==> src/hw/alu_isa_pkg.sv <==
/*
 * Instruction set definitions for the execution stage.
 * Holds the datapath and register address widths, the pipeline
 * latencies and the 5-bit opcode encoding.
 */

`default_nettype none

package alu_isa_pkg;

    localparam int data_width = 32;
    localparam int reg_addr_width = 8;
    localparam int op_width = 5;

    // Issue to result, including the merge register
    localparam int exec_latency = 4;
    // Issue to the output of either lane
    localparam int lane_latency = 3;

    // Codes 4, 5 and 18 are reserved and decode like a NOP
    typedef enum logic [op_width-1:0] {
        op_nop  = 5'd0,
        op_add  = 5'd1,
        op_sub  = 5'd2,
        op_mul  = 5'd3,
        op_ldc  = 5'd6,
        op_ldr  = 5'd7,
        op_bgt  = 5'd8,
        op_ble  = 5'd9,
        op_beq  = 5'd10,
        op_bne  = 5'd11,
        op_stop = 5'd12,
        op_and  = 5'd13,
        op_or   = 5'd14,
        op_not  = 5'd15,
        op_satp = 5'd16,
        op_satn = 5'd17
    } alu_op_e;

endpackage

`default_nettype wire

==> src/hw/alu_stream_pkg.sv <==
/*
 * Stream types exchanged between the execution stage blocks.
 * Contains the issue bus, the per-lane result and the final
 * flagged result returned to writeback.
 */

`default_nettype none

package alu_stream_pkg;

    import alu_isa_pkg::*;

    // One operation per clock from the issue logic
    typedef struct packed {
        logic                      valid;
        alu_op_e                   op;
        logic [data_width-1:0]     a;
        logic [data_width-1:0]     b;
        logic [reg_addr_width-1:0] dest;
    } alu_issue_t;

    // Halt is only ever set by the STOP marker, with valid low
    typedef struct packed {
        logic                      valid;
        logic                      halt;
        logic [data_width-1:0]     data;
        logic [reg_addr_width-1:0] dest;
    } lane_result_t;

    typedef struct packed {
        logic                      valid;
        logic [data_width-1:0]     data;
        logic [reg_addr_width-1:0] dest;
        logic                      zero;
        logic                      negative;
    } alu_result_t;

endpackage

`default_nettype wire

==> src/hw/stage_delay.sv <==
/*
 * Shift chain of lane result registers.
 * Aligns units of different depth to a common lane latency.
 * A depth of zero degenerates to a plain connection.
 */

`timescale 1ns/1ps
`default_nettype none

module stage_delay import alu_stream_pkg::*; #(
    parameter int stages = 1
) (
    input  wire          clock,
    input  wire          rst_n,
    input  wire lane_result_t in,
    output lane_result_t out
);

    if (stages == 0) begin : g_bypass
        assign out = in;
    end else begin : g_chain
        lane_result_t pipe [stages];

        // Payload shifts freely, only the control bits are cleared
        always_ff @(posedge clock) begin
            pipe[0] <= in;
            for (int i = 1; i < stages; i++) begin
                pipe[i] <= pipe[i-1];
            end
            if (!rst_n) begin
                for (int i = 0; i < stages; i++) begin
                    pipe[i].valid <= 1'b0;
                    pipe[i].halt <= 1'b0;
                end
            end
        end

        assign out = pipe[stages-1];
    end

endmodule

`default_nettype wire

==> src/hw/arith_lane.sv <==
/*
 * Arithmetic lane of the execution stage.
 * Add, subtract and the signed compares take one register stage,
 * multiply takes two. Both paths are aligned to lane_latency.
 */

`timescale 1ns/1ps
`default_nettype none

module arith_lane import alu_isa_pkg::*, alu_stream_pkg::*; (
    input  wire             clock,
    input  wire             rst_n,
    input  wire alu_issue_t issue,
    output lane_result_t    lane_out
);

    localparam int half = data_width / 2;

    logic                  a_gt_b;
    logic                  a_eq_b;
    logic                  short_hit;
    logic [data_width-1:0] short_data;
    lane_result_t          short_q;
    lane_result_t          short_aligned;

    logic                      mul_valid_s1;
    logic [reg_addr_width-1:0] mul_dest_s1;
    logic [data_width-1:0]     pp_lo_next;
    logic [half-1:0]           pp_hi_next;
    logic [data_width-1:0]     pp_lo_q;
    logic [half-1:0]           pp_hi_q;
    lane_result_t              mul_q;
    lane_result_t              mul_aligned;

    assign a_gt_b = $signed(issue.a) > $signed(issue.b);
    assign a_eq_b = issue.a == issue.b;

    always_comb begin
        short_hit = 1'b1;
        short_data = '0;
        case (issue.op)
            op_add: short_data = issue.a + issue.b;
            op_sub: short_data = issue.a - issue.b;
            op_bgt: short_data = {{(data_width-1){1'b0}}, a_gt_b};
            op_ble: short_data = {{(data_width-1){1'b0}}, !a_gt_b};
            op_beq: short_data = {{(data_width-1){1'b0}}, a_eq_b};
            op_bne: short_data = {{(data_width-1){1'b0}}, !a_eq_b};
            default: short_hit = 1'b0;
        endcase
    end

    always_ff @(posedge clock) begin
        short_q.data <= short_data;
        short_q.dest <= issue.dest;
        short_q.halt <= 1'b0;
        if (!rst_n) begin
            short_q.valid <= 1'b0;
        end else begin
            short_q.valid <= issue.valid && short_hit;
        end
    end

    stage_delay #(
        .stages(lane_latency - 1)
    ) u_short_delay (
        .clock(clock),
        .rst_n(rst_n),
        .in(short_q),
        .out(short_aligned)
    );

    // The low word of a two's complement product does not depend on
    // signedness, so b is split into halves and the partial products
    // are summed in the second stage
    assign pp_lo_next = issue.a * {{half{1'b0}}, issue.b[half-1:0]};
    assign pp_hi_next = issue.a[half-1:0] * issue.b[data_width-1:half];

    always_ff @(posedge clock) begin
        pp_lo_q <= pp_lo_next;
        pp_hi_q <= pp_hi_next;
        mul_dest_s1 <= issue.dest;
        mul_q.data <= pp_lo_q + {pp_hi_q, {half{1'b0}}};
        mul_q.dest <= mul_dest_s1;
        mul_q.halt <= 1'b0;
        if (!rst_n) begin
            mul_valid_s1 <= 1'b0;
            mul_q.valid <= 1'b0;
        end else begin
            mul_valid_s1 <= issue.valid && (issue.op == op_mul);
            mul_q.valid <= mul_valid_s1;
        end
    end

    stage_delay #(
        .stages(lane_latency - 2)
    ) u_mul_delay (
        .clock(clock),
        .rst_n(rst_n),
        .in(mul_q),
        .out(mul_aligned)
    );

    // Equal latency on both paths keeps their valid bits apart
    assign lane_out = short_aligned.valid ? short_aligned : mul_aligned;

endmodule

`default_nettype wire

==> src/hw/logic_lane.sv <==
/*
 * Logic lane of the execution stage.
 * Bitwise operations, signed saturation, register and constant
 * loads, and the STOP marker that halts writeback.
 */

`timescale 1ns/1ps
`default_nettype none

module logic_lane import alu_isa_pkg::*, alu_stream_pkg::*; (
    input  wire             clock,
    input  wire             rst_n,
    input  wire alu_issue_t issue,
    output lane_result_t    lane_out
);

    logic                  a_gt_b;
    logic                  logic_hit;
    logic                  stop_hit;
    logic [data_width-1:0] logic_data;
    lane_result_t          logic_q;

    assign a_gt_b = $signed(issue.a) > $signed(issue.b);

    always_comb begin
        logic_hit = 1'b1;
        stop_hit = 1'b0;
        logic_data = '0;
        case (issue.op)
            op_and: logic_data = issue.a & issue.b;
            op_or:  logic_data = issue.a | issue.b;
            op_not: logic_data = ~issue.a;
            // Clamp a to the upper limit b
            op_satp: logic_data = a_gt_b ? issue.b : issue.a;
            // Clamp a to the lower limit b
            op_satn: logic_data = a_gt_b ? issue.a : issue.b;
            op_ldr: logic_data = issue.a;
            // The constant arrives as the immediate on operand b
            op_ldc: logic_data = issue.b;
            op_stop: begin
                logic_hit = 1'b0;
                stop_hit = 1'b1;
            end
            default: logic_hit = 1'b0;
        endcase
    end

    always_ff @(posedge clock) begin
        logic_q.data <= logic_data;
        logic_q.dest <= issue.dest;
        if (!rst_n) begin
            logic_q.valid <= 1'b0;
            logic_q.halt <= 1'b0;
        end else begin
            logic_q.valid <= issue.valid && logic_hit;
            logic_q.halt <= issue.valid && stop_hit;
        end
    end

    stage_delay #(
        .stages(lane_latency - 1)
    ) u_logic_delay (
        .clock(clock),
        .rst_n(rst_n),
        .in(logic_q),
        .out(lane_out)
    );

endmodule

`default_nettype wire

==> src/hw/result_merge.sv <==
/*
 * Result stage of the execution unit.
 * Registers the valid lane output with its zero and negative
 * flags and holds the sticky halt raised by a STOP.
 */

`timescale 1ns/1ps
`default_nettype none

module result_merge import alu_isa_pkg::*, alu_stream_pkg::*; (
    input  wire               clock,
    input  wire               rst_n,
    input  wire lane_result_t arith_in,
    input  wire lane_result_t logic_in,
    output alu_result_t       result,
    output logic              halted
);

    lane_result_t sel;

    // At most one lane is valid in any cycle
    assign sel = arith_in.valid ? arith_in : logic_in;

    always_ff @(posedge clock) begin
        result.data <= sel.data;
        result.dest <= sel.dest;
        result.zero <= sel.data == '0;
        result.negative <= sel.data[data_width-1];
        if (!rst_n) begin
            result.valid <= 1'b0;
            halted <= 1'b0;
        end else begin
            // Nothing is written back once the STOP slot is reached
            result.valid <= (arith_in.valid || logic_in.valid)
                            && !halted && !logic_in.halt;
            halted <= halted || logic_in.halt;
        end
    end

endmodule

`default_nettype wire

==> src/hw/exec_unit.sv <==
/*
 * Top level of the execution stage.
 * Feeds each issue to the arithmetic and logic lanes and joins
 * their outputs in the result stage.
 */

`timescale 1ns/1ps
`default_nettype none

module exec_unit import alu_stream_pkg::*; (
    input  wire             clock,
    input  wire             rst_n,
    input  wire alu_issue_t issue,
    output alu_result_t     result,
    output logic            halted
);

    lane_result_t arith_lane_out;
    lane_result_t logic_lane_out;

    arith_lane u_arith_lane (
        .clock(clock),
        .rst_n(rst_n),
        .issue(issue),
        .lane_out(arith_lane_out)
    );

    logic_lane u_logic_lane (
        .clock(clock),
        .rst_n(rst_n),
        .issue(issue),
        .lane_out(logic_lane_out)
    );

    result_merge u_result_merge (
        .clock(clock),
        .rst_n(rst_n),
        .arith_in(arith_lane_out),
        .logic_in(logic_lane_out),
        .result(result),
        .halted(halted)
    );

endmodule

`default_nettype wire

==> config.mk <==
export PLATFORM = sky130hd
export DESIGN_NAME = exec_unit
export DESIGN_NICKNAME = d
export VERILOG_FILES = /design/src/hw/alu_isa_pkg.sv /design/src/hw/alu_stream_pkg.sv /design/src/hw/stage_delay.sv /design/src/hw/arith_lane.sv /design/src/hw/logic_lane.sv /design/src/hw/result_merge.sv /design/src/hw/exec_unit.sv
export SDC_FILE = /design/constraint.sdc
export NUM_CORES = 2
export LEC_CHECK = 0
export ABC_AREA = 1
export BUFFER_PORTS_ARGS = -buffer_cell sky130_fd_sc_hd__buf_2
export CAP_MARGIN = 20
export CORE_ASPECT_RATIO = 1.4
export CORE_UTILIZATION = 50
export CTS_CLUSTER_SIZE = 40
export DETAILED_ROUTE_END_ITERATION = 10
export PLACE_DENSITY = 0.74
export SLEW_MARGIN = 20
export SYNTH_ARGS = -nofsm -noshare
export SYNTH_HDL_FRONTEND = slang
export SYNTH_HIERARCHICAL = 1
export SYNTH_SLANG_ARGS = --single-unit
==> constraint.sdc <==
create_clock -name clock -period 6.7 [get_ports clock]
set_clock_uncertainty 0.1 [all_clocks]
set_input_delay 0 -clock clock [delete_from_list [all_inputs] [get_ports clock]]
set_output_delay 0 -clock clock [all_outputs]
set_load 0.01 [all_outputs]
==> flow_metrics.env <==
export IMPL_netlist_area_mm2=0.03561
export IMPL_dr_pass1_iters=7
export IMPL_reg2reg_slack_ps=3920
export IMPL_slew_violations=0
export IMPL_post_route_period_util_pct=87.85
export IMPL_grt_pass1_vias=30360
export IMPL_clk_latency_ps=560
export IMPL_portBuffers=123
export IMPL_ctsHoldBuffers=39
export IMPL_hp_class="in2reg"
export IMPL_avgSynthCellArea_um2=7.634
export IMPL_cp_end_kind="flip-flop"
export IMPL_drt_met1_wl_um=40730
export IMPL_start_util_pct=50.60
export IMPL_yosysWarnings=6
export IMPL_start_kind="input port"
export IMPL_grt_pass1_wl_um=171700
export IMPL_drcViolationCount=0
export IMPL_ctsRootBufferMaster="clkbuf_16"
export IMPL_crit_required_ps=7020
export IMPL_postCtsSetupBuffers=0
export IMPL_max_cap_violations=0
export IMPL_relSlewSlack_pct=38.46
export IMPL_cts_tree="done"
export IMPL_die_width_um=227.5
export IMPL_routed_wl_met2_um=54520
export IMPL_peakVddDrop_uv=736.1
export IMPL_fin_setup_tns_ps=0
export IMPL_fillers=6540
export IMPL_antenna_found_initial=10
export IMPL_fmax_mhz=169.9
export IMPL_wl_met3_um=8417
export IMPL_die_area_mm2=0.07230
export IMPL_io_pins=124
export IMPL_min_period_ps=5886
export IMPL_grt_max_degree=65
export IMPL_routedWlPerCell_um=19.99
export IMPL_drive_gt1_share_pct=6.380
export IMPL_gp_routability_congestion=1.008
export IMPL_place_ws_ps=611.5
export IMPL_setup_violations=0
export IMPL_worstSetupPathType="in2reg"
export IMPL_tightest_slew_ps=922.0
export IMPL_critPathArrivalTime_ps=6210
export IMPL_clkTransAtPathRegs_ps=70
export IMPL_grt_overflow=0
export IMPL_top_layer="met5"
export IMPL_htreeDepth=2
export IMPL_place_hpwl_um=87860
export IMPL_core_area_mm2=0.07036
export IMPL_nNetsFinal=5474
export IMPL_num_rows=115
export IMPL_wl_um=113700
export IMPL_num_vias=30870
export IMPL_synthCells=4664
export IMPL_syn_to_final_growth_pct=8.511
export IMPL_crit_fanout=16
export IMPL_synth_net_count=5419
export IMPL_drt_iter0_markers=2798
export IMPL_cts_buffers_inserted=38
export IMPL_p_leak_nw=21.01
export IMPL_cts_resized=0
export IMPL_hold_viol=0
export IMPL_grtUsageTotal_pct=31.65
export IMPL_cts_buffer_depth=3
export IMPL_power_density_mw_per_mm2=519.7
export IMPL_viasPerCell=5.425
export IMPL_cts_sinks=423
export IMPL_rsz0062_at_grt="no"
export IMPL_ant_nets=0
export IMPL_die_y_um=317.7
export IMPL_setup_slack_ps=813.7
export IMPL_status="complete, no violations"
==> flip-flops by register name (all words and copies together), names as in the netlist <==
register / flops
u_arith_lane/short_q: 33
u_result_merge/result: 42
u_arith_lane/mul_valid_s1: 1
u_logic_lane/logic_q: 42
u_arith_lane/pp_hi_q: 16
u_logic_lane/u_logic_delay/g_chain.pipe: 84
u_arith_lane/u_mul_delay/g_chain.pipe: 41
u_result_merge/halted: 1
u_arith_lane/mul_q: 41
u_arith_lane/pp_lo_q: 32
u_arith_lane/u_short_delay/g_chain.pipe: 82
u_arith_lane/mul_dest_s1: 8
==> area by class of cell <==
cell class | instances | area [um^2] | share of cell area, %
sequential | 423 | 8468 | 21.92
timing repair buffer | 208 | 1351 | 3.498
inverter | 992 | 3731 | 9.657
clock buffer | 50 | 1087 | 2.814
clock inverter | 20 | 362.8 | 0.9391
tap | 936 | 1171 | 3.031
antenna | 5 | 12.51 | 0.03238
multi-input combinational | 3056 | 22450 | 58.11
==> per-stage QoR <==
step           utilization [%]  hold slack (ps)  area, um^2  total power, W  cells
2_1_floorplan                -           -72.28       35610         0.01270   4664
3_3_place_gp             52.28            14.79       36780         0.01743   5576
3_5_place_dp             52.28            16.03       36780         0.01747   5576
4_1_cts                  54.89            12.90       38620         0.02001   5685
5_1_grt                  54.91            15.24       38640         0.02170   5690
6_report                 54.91            20.91       38640         0.02008   5690
==> path summary, 6_finish.rpt <==
kind | startpoint | depth (start not counted) | to
max | issue[54] | 20 | u_arith_lane/pp_lo_q[25]$_DFF_P_
min | issue[5] | 2 | u_logic_lane/logic_q[5]$_DFF_P_
max reg2reg | u_arith_lane/u_short_delay/g_chain.pipe[1][41]$_DFF_P_ | 10 | u_result_merge/result[1]$_DFF_P_
min reg2reg | u_arith_lane/u_short_delay/g_chain.pipe[0][11]$_DFF_P_ | 0 | u_arith_lane/u_short_delay/g_chain.pipe[1][11]$_DFF_P_
==> critical path: stages <==
cell	delay, ps
dlygate4sd3_1	520
buf_2	410
buf_4	320
nand2_1	120
fa_1	540
fa_1	460
fa_1	550
inv_1	50
fa_1	490
fa_1	490
inv_1	40
fa_1	470
inv_1	40
ha_1	370
a21oi_1	310
o21ai_0	160
a21oi_1	150
nand3_1	180
a21o_1	230
xor2_1	290
==> metal layers <==
metal  GRT usage, %  vias up
met5              0        -
met4          24.03        2
met3          4.490      472
met2          53.01     1522
met1          36.18    14640
li1               -    14240
==> cell usage in the layout, fill, tap and decap left out, types with 24 or more instances in the layout <==
| cell | n |
|---|---|
| a2111oi_0 | 24 |
| dfxtp_1 | 423 |
| nand3_1 | 230 |
| nand4_1 | 86 |
| o22ai_1 | 42 |
| o21ai_0 | 82 |
| dlygate4sd3_1 | 39 |
| buf_4 | 46 |
| xnor2_1 | 31 |
| nand2_1 | 1254 |
| a21oi_1 | 146 |
| ha_1 | 288 |
| fa_1 | 387 |
| nor2_1 | 231 |
| inv_1 | 978 |
| clkbuf_16 | 39 |
| nor3_1 | 33 |
| buf_2 | 123 |
| xor2_1 | 49 |
==> report_power, final <==
group	switching, W	internal [W]
clock	0.000985	0.00148
sequential	0.000194	0.00313
combinational	0.00934	0.00495
total	0.0105	0.00956
Power figures use the tool's default switching activity.
